$ cat config.mk
export PLATFORM = sky130hd
export DESIGN_NAME = memCtrl
export DESIGN_NICKNAME = d
export VERILOG_FILES = /design/src/hdl/memCtrlPkg.sv /design/src/hdl/loadAssembler.sv /design/src/hdl/memAddrGen.sv /design/src/hdl/memCtrl.sv /design/src/hdl/memCtrlFsm.sv /design/src/hdl/storeSerializer.sv
export SDC_FILE = /design/constraint.sdc
export NUM_CORES = 1
export LEC_CHECK = 0
export BUFFER_PORTS_ARGS = -buffer_cell sky130_fd_sc_hd__clkbuf_2
export CAP_MARGIN = 10
export CORE_ASPECT_RATIO = 1.4
export CORE_MARGIN = 2
export CORE_UTILIZATION = 30
export DETAILED_ROUTE_END_ITERATION = 7
export PLACE_DENSITY_LB_ADDON = 0.1
export SETUP_SLACK_MARGIN = 0.4
export SYNTH_ARGS = -nofsm -noshare
export SYNTH_HDL_FRONTEND = slang
export SYNTH_SLANG_ARGS = --single-unit
$ cat constraint.sdc
create_clock -name clk -period 6.7 [get_ports clk]
set_clock_uncertainty 0.05 [all_clocks]
set_input_delay 1.005 -clock clk [delete_from_list [all_inputs] [get_ports clk]]
set_output_delay 1.005 -clock clk [all_outputs]
set_load 0.05 [all_outputs]
$ cat src/hdl/memCtrlPkg.sv
package memCtrlPkg;

    localparam int AddrW = 32;
    localparam int WordW = 32;
    localparam int ByteW = 8;

    // byte lanes in one word
    localparam int Lanes = WordW / ByteW;

    // counts 0 to 4
    typedef logic [2:0] stage_t;

    typedef logic [2:0] len_t;

    localparam len_t LenByte = 3'd1;
    localparam len_t LenHalf = 3'd2;
    localparam len_t LenWord = 3'd4;

    typedef logic [1:0] busy_t;

    localparam busy_t BusyNone  = 2'b00;
    localparam busy_t BusyData  = 2'b01;
    localparam busy_t BusyFetch = 2'b10;

    typedef struct packed {
        logic             en;
        logic [AddrW-1:0] addr;
    } fetchReq_t;

    typedef struct packed {
        logic             done;
        logic [WordW-1:0] inst;
    } fetchRsp_t;

    typedef struct packed {
        logic             en;
        logic             isStore;
        len_t             len;
        logic [AddrW-1:0] addr;
        logic [WordW-1:0] wdata;
    } dataReq_t;

    typedef struct packed {
        logic             done;
        logic [WordW-1:0] rdata;
    } dataRsp_t;

    // single byte-wide RAM port
    typedef struct packed {
        logic             write;
        logic [AddrW-1:0] addr;
        logic [ByteW-1:0] wdata;
    } ramBus_t;

endpackage

$ cat src/hdl/loadAssembler.sv
`timescale 1ns/1ps

module loadAssembler (
    input  logic                          clk,
    input  logic                          rst,
    input  logic                          accept,
    input  logic                          capture,
    input  memCtrlPkg::stage_t            stage,
    input  memCtrlPkg::len_t              len,
    input  logic [memCtrlPkg::ByteW-1:0]  ramRdata,
    output logic [memCtrlPkg::WordW-1:0]  word
);
    import memCtrlPkg::*;

    logic [WordW-1:0] held;
    logic [1:0]       lane;

    // lane of the byte now on ramRdata
    assign lane = 2'(stage - 3'd1);

    always_ff @(posedge clk) begin
        if (rst) begin
            held <= '0;
        end else if (accept) begin
            held <= '0;
        end else if (capture) begin
            held[lane*ByteW +: ByteW] <= ramRdata;
        end
    end

    // last byte comes straight from the RAM in the done cycle
    always_comb begin
        word = held;
        word[lane*ByteW +: ByteW] = ramRdata;
        // zero-extend above the access length
        for (int i = 0; i < Lanes; i++) begin
            if (i >= int'(len)) begin
                word[i*ByteW +: ByteW] = '0;
            end
        end
    end

endmodule

$ cat src/hdl/memAddrGen.sv
`timescale 1ns/1ps

module memAddrGen (
    input  logic                          clk,
    input  logic                          rst,
    input  logic                          accept,
    input  logic                          useData,
    input  logic [memCtrlPkg::AddrW-1:0]  fetchAddr,
    input  logic [memCtrlPkg::AddrW-1:0]  dataAddr,
    input  memCtrlPkg::stage_t            stage,
    output logic [memCtrlPkg::AddrW-1:0]  ramAddr
);
    import memCtrlPkg::*;

    logic [AddrW-1:0] base;

    always_ff @(posedge clk) begin
        if (rst) begin
            base <= '0;
        end else if (accept) begin
            base <= useData ? dataAddr : fetchAddr;
        end
    end

    // stage holds while frozen, so the address holds as well
    assign ramAddr = base + AddrW'(stage);

endmodule

$ cat src/hdl/memCtrl.sv
`timescale 1ns/1ps

module memCtrl (
    input  logic                          clk,
    input  logic                          rst,
    input  logic                          rdy,
    input  logic                          ioBufferFull,
    input  memCtrlPkg::fetchReq_t         fetchReq,
    input  memCtrlPkg::dataReq_t          dataReq,
    input  logic [memCtrlPkg::ByteW-1:0]  ramRdata,
    output memCtrlPkg::fetchRsp_t         fetchRsp,
    output memCtrlPkg::dataRsp_t          dataRsp,
    output memCtrlPkg::ramBus_t           ram,
    output memCtrlPkg::busy_t             busy
);
    import memCtrlPkg::*;

    logic             accept;
    stage_t           stage;
    logic             capture;
    logic             ramWrite;
    logic             fetchDone;
    logic             dataDone;
    len_t             asmLen;
    logic [AddrW-1:0] ramAddr;
    logic [ByteW-1:0] ramWdata;
    logic [WordW-1:0] word;

    memCtrlFsm fsmInst (
        .clk          (clk),
        .rst          (rst),
        .rdy          (rdy),
        .ioBufferFull (ioBufferFull),
        .fetchEn      (fetchReq.en),
        .dataEn       (dataReq.en),
        .dataIsStore  (dataReq.isStore),
        .dataLen      (dataReq.len),
        .accept       (accept),
        .stage        (stage),
        .capture      (capture),
        .ramWrite     (ramWrite),
        .fetchDone    (fetchDone),
        .dataDone     (dataDone),
        .busy         (busy)
    );

    memAddrGen addrGenInst (
        .clk       (clk),
        .rst       (rst),
        .accept    (accept),
        .useData   (dataReq.en),
        .fetchAddr (fetchReq.addr),
        .dataAddr  (dataReq.addr),
        .stage     (stage),
        .ramAddr   (ramAddr)
    );

    // a fetch always fills the whole word
    assign asmLen = (busy == BusyFetch) ? LenWord : dataReq.len;

    loadAssembler loadAsmInst (
        .clk      (clk),
        .rst      (rst),
        .accept   (accept),
        .capture  (capture),
        .stage    (stage),
        .len      (asmLen),
        .ramRdata (ramRdata),
        .word     (word)
    );

    storeSerializer storeSerInst (
        .clk      (clk),
        .rst      (rst),
        .accept   (accept),
        .wdata    (dataReq.wdata),
        .stage    (stage),
        .ramWdata (ramWdata)
    );

    assign fetchRsp.done = fetchDone;
    assign fetchRsp.inst = word;

    assign dataRsp.done  = dataDone;
    assign dataRsp.rdata = word;

    assign ram.write = ramWrite;
    assign ram.addr  = ramAddr;
    assign ram.wdata = ramWdata;

endmodule

$ cat src/hdl/memCtrlFsm.sv
`timescale 1ns/1ps

module memCtrlFsm (
    input  logic                clk,
    input  logic                rst,
    input  logic                rdy,
    input  logic                ioBufferFull,
    input  logic                fetchEn,
    input  logic                dataEn,
    input  logic                dataIsStore,
    input  memCtrlPkg::len_t    dataLen,
    output logic                accept,
    output memCtrlPkg::stage_t  stage,
    output logic                capture,
    output logic                ramWrite,
    output logic                fetchDone,
    output logic                dataDone,
    output memCtrlPkg::busy_t   busy
);
    import memCtrlPkg::*;

    typedef enum logic [1:0] {
        Idle,
        RInst,
        RData,
        WData
    } state_t;

    state_t state;
    stage_t stageQ;
    len_t   lenQ;
    stage_t endStage;
    logic   frozen;
    logic   active;
    logic   reading;
    logic   lastStage;

    // io buffer full or a low rdy stalls everything
    assign frozen = ioBufferFull | ~rdy;

    assign active = (state != Idle);
    assign reading = (state == RInst) || (state == RData);

    // data side wins when both requesters ask at once
    assign accept = !active && (dataEn || fetchEn) && !frozen;

    // reads need one extra stage for the last byte to come back
    always_comb begin
        if (state == WData) begin
            endStage = stage_t'(lenQ - 3'd1);
        end else begin
            endStage = stage_t'(lenQ);
        end
    end

    assign lastStage = active && (stageQ == endStage);

    always_ff @(posedge clk) begin
        if (rst) begin
            state  <= Idle;
            stageQ <= '0;
            lenQ   <= LenWord;
        end else if (!frozen) begin
            if (accept) begin
                stageQ <= '0;
                if (dataEn) begin
                    state <= dataIsStore ? WData : RData;
                    lenQ  <= dataLen;
                end else begin
                    // fetch is always a whole instruction
                    state <= RInst;
                    lenQ  <= LenWord;
                end
            end else if (lastStage) begin
                state  <= Idle;
                stageQ <= '0;
            end else if (active) begin
                stageQ <= stageQ + 3'd1;
            end
        end
    end

    // a frozen read keeps the address of the byte still owed
    assign stage = (frozen && reading && (stageQ != '0)) ? stageQ - 3'd1 : stageQ;

    // byte on ramRdata belongs to address of stage-1
    assign capture = reading
                  && (stageQ != '0)
                  && (stageQ < stage_t'(lenQ))
                  && !frozen;

    assign ramWrite = (state == WData) && !frozen;

    assign fetchDone = (state == RInst) && lastStage && !frozen;

    assign dataDone = ((state == RData) || (state == WData)) && lastStage && !frozen;

    always_comb begin
        case (state)
            RInst: begin
                busy = BusyFetch;
            end
            RData,
            WData: begin
                busy = BusyData;
            end
            default: begin
                busy = BusyNone;
            end
        endcase
    end

endmodule

$ cat src/hdl/storeSerializer.sv
`timescale 1ns/1ps

module storeSerializer (
    input  logic                          clk,
    input  logic                          rst,
    input  logic                          accept,
    input  logic [memCtrlPkg::WordW-1:0]  wdata,
    input  memCtrlPkg::stage_t            stage,
    output logic [memCtrlPkg::ByteW-1:0]  ramWdata
);
    import memCtrlPkg::*;

    logic [WordW-1:0] word;
    logic [1:0]       lane;

    always_ff @(posedge clk) begin
        if (rst) begin
            word <= '0;
        end else if (accept) begin
            word <= wdata;
        end
    end

    // low byte first, one lane per stage
    assign lane = 2'(stage);

    assign ramWdata = word[lane*ByteW +: ByteW];

endmodule

==> impl_metrics.ini, run 1 <==
[status]
status = finished, final reports clean

[floorplan]
initial_core_util = 0.308
core-area_sq_mm = 0.0199
die_w_um = 125
rows = 61
die_area_sq_mm = 0.0216
ios = 223
die_h_um = 173

[clock_network]
root_buffer = clkbuf_16
cts_tree = built
cts_max_level = 3
postCtsSetupBuffers = 0
clkTransAtPathRegs_ns = 0.08
cts_made_buffers = 9
clk_path_buf_depth = 2
insertion_delay_ns = 0.36
cts.repair.resized = 0
cts_hold_buf = 0
clock_sinks = 104

[final_layout]
layout_commonest_cell = clkbuf_2
layout.cells.non_filler = 1129
layout.nets = 1002
layout-drive-gt1-share = 0.307
layout_common_cells = clkbuf_2 (222), nand2_1 (121), dfxtp_1 (104)
stdcell_area_sq_mm = 0.00746
multi_input_area_sq_mm = 0.00355
area_growth_pct = 21.7
seq_area_sq_mm = 0.00208
post-route-util = 0.374
n_fill_cell = 2098
antenna_cells = 0

[worst_setup_path]
slowest_delay_ns = 0.65
worstPathCellList = inv_1 -> ha_1 -> nand2b_1 -> nand2_1 -> nor2_1 -> xnor2_1 -> buf_4 -> inv_1 -> ha_1 -> inv_1 -> fa_1 -> nor2b_1 -> o21ai_1 -> or4_1 -> nor2_1 -> xor2_1 -> clkbuf_2
slowest_stage = dfxtp_1
critPathMaxFanout = 9
endpoint_kind = primary output
crit_buf_inv = 5
cpMostUsedCell = inv_1
worstPathRequired_ns = 5.64
arrival_ns = 4.62
cp-start-kind = flip-flop
path_delay_family = simple AND/OR/NAND/NOR gates
crit_type = reg -> out

[drt]
drc = 0
detail-route-antenna-nets = 0
postRouteWirelength_um = 17800
wl_per_cell_um = 15.8
dr.pass1.iters = 4
vias_per_cell = 4.74
drt-initial-drc-count = 224
vias = 5354

[grt]
grt_pass1_wl_um = 28300
grt_pass1_vias = 5191
grtUsageTotal = 0.163
gr-total-overflow = 0
grt_start_max_net_pins = 84
antenna_found_initial = 0

[placed_design]
portBuffers = 222
dp_cells = 1113
gp_congestion = 0.795
placed_cell_area_sq_mm = 0.00717
dpl_worst_slack_ns = 0.989
hpwlAfterDp_um = 13400

[worst_hold_path]
min_path_type = reg -> reg

[power]
ir_drop_mv = 0.104
p_leak_nw = 3.61
powerDensity_mw_per_mm2 = 202
totalPowerFinal_mw = 1.51

[sta]
rsz0062_at_grt = false
layout_worst_path_cycle_share = 0.847
hold_viol = 0
slew_headroom = 0.231
setup_viol = 0
worst_pin_slew_ns = 1.14
fmax_mhz = 176
drv_slew = 0
setup_slack_ns = 1.02
fin_tns_setup_ns = 0
fin_crit_ns = 5.68
holdWs_ns = 0.404

[synthesis]
synth-edff-count = 0
synth_top_area_frac = 0.340
yosys_warnings = 0
synth.top_cells.by_area = dfxtp_1 (34%), mux2i_1 (16%), nand2_1 (7.4%)
synth_area_per_cell_sq_um = 8.64
ys_seq_area_frac = 0.340
synth_top_area_cell = dfxtp_1
ys_types = 53
synth_seq_cells = 104
syn_inst = 709
syn_area_sq_mm = 0.00613
synth_fp_nets = 839
synthArstFlopShare = 0
synth_ff_type = dfxtp_1

[job]
max_cap_violations = 0
[power by group]
group	leakage (nW)	total [mW]	internal, mW	switching, mW
clock	0.134	0.534	0.261	0.273
combinational	2.63	0.309	0.0949	0.214
sequential	0.846	0.665	0.642	0.0225
total	3.61	1.51	0.998	0.509
[synth_stat cells, types with 2 or more instances]
cell and n:
nand4_1 4, nand2_1 121, mux2i_1 96, nor4_4 2, o211ai_1 3, dfxtp_1 104, mux4_2 8, a22o_1 2
or4_1 2, nand3_1 5, inv_1 16, buf_2 8, nor2b_1 4, clkbuf_1 26, nand2b_1 6, or3_1 4
nor3_1 7, nor2_1 85, a21o_1 3, and3_1 5, ha_1 15, buf_1 5, a21oi_1 38, xnor2_1 15
and2_1 3, a211oi_1 33, nor4_1 5, mux2i_4 4, xor2_1 19, o21ai_0 3, buf_4 36
[routing by layer]
metal  GRT usage  share of wire  up-vias  wire [um]
met4      0.0571          0.018        0        325
li1            -              -     2731          -
met5           0              0        -          0
met1       0.209           0.45     2425       8010
met3      0.0343          0.059       21       1050
met2       0.271           0.47      177       8410
[area by class of cell]
class,count,share of cell area
Tap cell,252,0.0423
Multi-Input combinational cell,512,0.476
Inverter,17,0.00855
Timing Repair Buffer,228,0.155
Sequential cell,104,0.279
Clock inverter,7,0.00872
Clock buffer,9,0.0302
[kinds of logic (layout without fill, tap and decap cells)]
family / count (synthesis) / in the layout / share of synthesized area
buffers and inverters: 93 / 261 / 0.0819
adder cells (fa/ha/maj): 16 / 16 / 0.0339
multiplexers: 108 / 108 / 0.201
flip-flops: 104 / 104 / 0.340
AO/OA/AOI/OAI: 89 / 89 / 0.0943
AND/OR/NAND/NOR: 264 / 264 / 0.197
XOR/XNOR: 35 / 35 / 0.0523
[registers in the layout (all words and copies together), names as in the netlist]
register	cells
fsmInst.stageQ	3
storeSerInst.word	32
loadAsmInst.held	32
fsmInst.lenQ	3
addrGenInst.base	32
fsmInst.state	2
[tightest hold or removal path, delay by kind of cell, from the launching register on]
family,cells,cell delay [ns]
simple gates,1,0.05
flops,1,0.31
compound gates,1,0.05
[worst paths after layout]
| kind | slack, ns | startpoint | depth (start not counted) | end |
|---|---|---|---|---|
| hold / removal | 0.40 | storeSerInst.word[22] | 2 | storeSerInst.word[22] |
| setup / recovery | 1.02 | fsmInst.stageQ[0] | 17 | ram[32] |
| hold reg to reg | 0.40 | storeSerInst.word[22] | 2 | storeSerInst.word[22] |
| setup reg to reg | 3.41 | fsmInst.stageQ[0] | 7 | loadAsmInst.held[27] |
Power figures use the tool's default switching activity.
==> run 2, diff against run 1 <==
==> constraint.sdc (replaced) <==
create_clock -name clk -period 5.21 [get_ports clk]
set_clock_uncertainty 0.05 [all_clocks]
set_input_delay 0.7815 -clock clk [delete_from_list [all_inputs] [get_ports clk]]
set_output_delay 0.7815 -clock clk [all_outputs]
set_load 0.05 [all_outputs]
==> impl_metrics.ini, run 2 (synthesis results as in run 1) <==
[status]
status = finished, final reports clean

[worst_setup_path]
arrival_ns = 3.72
rrSetupSlack_ns = 2.41
endpoint_kind = primary output
crit_type = reg -> out
cp-start-kind = flip-flop
critPathMaxFanout = 9
worstPathRequired_ns = 4.38

[final_layout]
seq_area_sq_mm = 0.00208
top_regs = addrGenInst.base (32), loadAsmInst.held (32), storeSerInst.word (32)
n_fill_cell = 2127
layout-drive-gt1-share = 0.329
antenna_cells = 0
layout_common_cells = clkbuf_2 (218), nand2_1 (121), dfxtp_1 (102)
layout.nets = 1009
area_growth_pct = 23.9
multi_input_area_sq_mm = 0.00361
post-route-util = 0.381
layout_commonest_cell = clkbuf_2

[power]
ir_drop_mv = 0.133
p_leak_nw = 3.66
powerDensity_mw_per_mm2 = 256
totalPowerFinal_mw = 1.94

[floorplan]
die_h_um = 173
initial_core_util = 0.308
die_area_sq_mm = 0.0216
rows = 61
core-area_sq_mm = 0.0199
die_w_um = 125
ios = 223

[drt]
wl_per_cell_um = 15.5
drc = 0
vias = 5309
dr.pass1.iters = 4
detail-route-antenna-nets = 0
vias_per_cell = 4.67
postRouteWirelength_um = 17600
drt-initial-drc-count = 250

[placed_design]
hpwlAfterDp_um = 13500
dpl_worst_slack_ns = 0.639
gp_congestion = 0.794
portBuffers = 222

[sta]
hold_viol = 0
layout_worst_path_cycle_share = 0.875
worst_pin_slew_ns = 1.12
fin_tns_setup_ns = 0
fmax_mhz = 219
rsz0062_at_grt = false
setup_viol = 0
slew_headroom = 0.252
fin_crit_ns = 4.56
drv_slew = 0
setup_slack_ns = 0.654

[clock_network]
clock_sinks = 104
insertion_delay_ns = 0.35
cts_tree = built
cts_made_buffers = 9
cts_max_level = 3
postCtsSetupBuffers = 0
clkTransAtPathRegs_ns = 0.08
root_buffer = clkbuf_16
clk_path_buf_depth = 2

[grt]
grt_pass1_vias = 5317
grtUsageTotal = 0.162
grt_start_max_net_pins = 44
gr-total-overflow = 0
grt_pass1_wl_um = 28000
antenna_found_initial = 0

[worst_hold_path]
min_path_type = reg -> reg

[job]
max_cap_violations = 0
## run 2: through the flow
| step | instances | hold slack (ns) | area [sq um] |
|---|---|---|---|
| 2_1_floorplan | 709 | 0.383 | 6150 |
| 3_3_place_gp | 1120 | 0.392 | 7240 |
| 3_5_place_dp | 1120 | 0.396 | 7240 |
| 4_1_cts | 1136 | 0.408 | 7550 |
| 5_1_grt | 1136 | 0.426 | 7590 |
| 6_report | 1136 | 0.404 | 7590 |
## run 2: final timing paths
check	end	start	cells after the start
worst min-delay path	storeSerInst.word[0]	storeSerInst.word[0]	2
worst min register to register	storeSerInst.word[0]	storeSerInst.word[0]	2
worst max register to register	loadAsmInst.held[30]	fsmInst.state[1]	6
worst max-delay path	ram[37]	fsmInst.state[1]	12
## run 2: layout make-up
class | count | share of cell area
repair buffers | 235 | 0.161
multi-input cells | 512 | 0.476
inverters | 17 | 0.00841
clock inverters | 7 | 0.00874
well taps | 252 | 0.0415
clock buffers | 9 | 0.0297
flip-flops and latches | 104 | 0.275
## run 2: worst max-delay path, stage by stage (launching register included)
cell	delay, ns
dfxtp_1	0.36
inv_1	0.11
ha_2	0.40
and4_2	0.33
nor2_4	0.05
buf_4	0.20
ha_1	0.29
a21o_1	0.11
a21oi_1	0.09
or4b_4	0.65
nor4_2	0.31
xor2_1	0.16
clkbuf_2	0.29
## run 2: report_power, final
part	internal, mW	switching, mW	total [mW]
sequential	0.826	0.0289	0.855
combinational	0.127	0.277	0.404
clock	0.340	0.344	0.684
## run 2: timing repair
item | CTS | global route
gates resized for setup | 7 | 13
setup endpoints to repair | 4 | 15
hold buffers | 0 | 0
## run 2: routing by layer
metal,global-route usage,share of wire,vias to the layer above
li1,-,-,2741
met1,0.192,0.44,2396
met2,0.289,0.49,158
met3,0.0337,0.052,14
met4,0.0510,0.017,0
met5,0,0,-
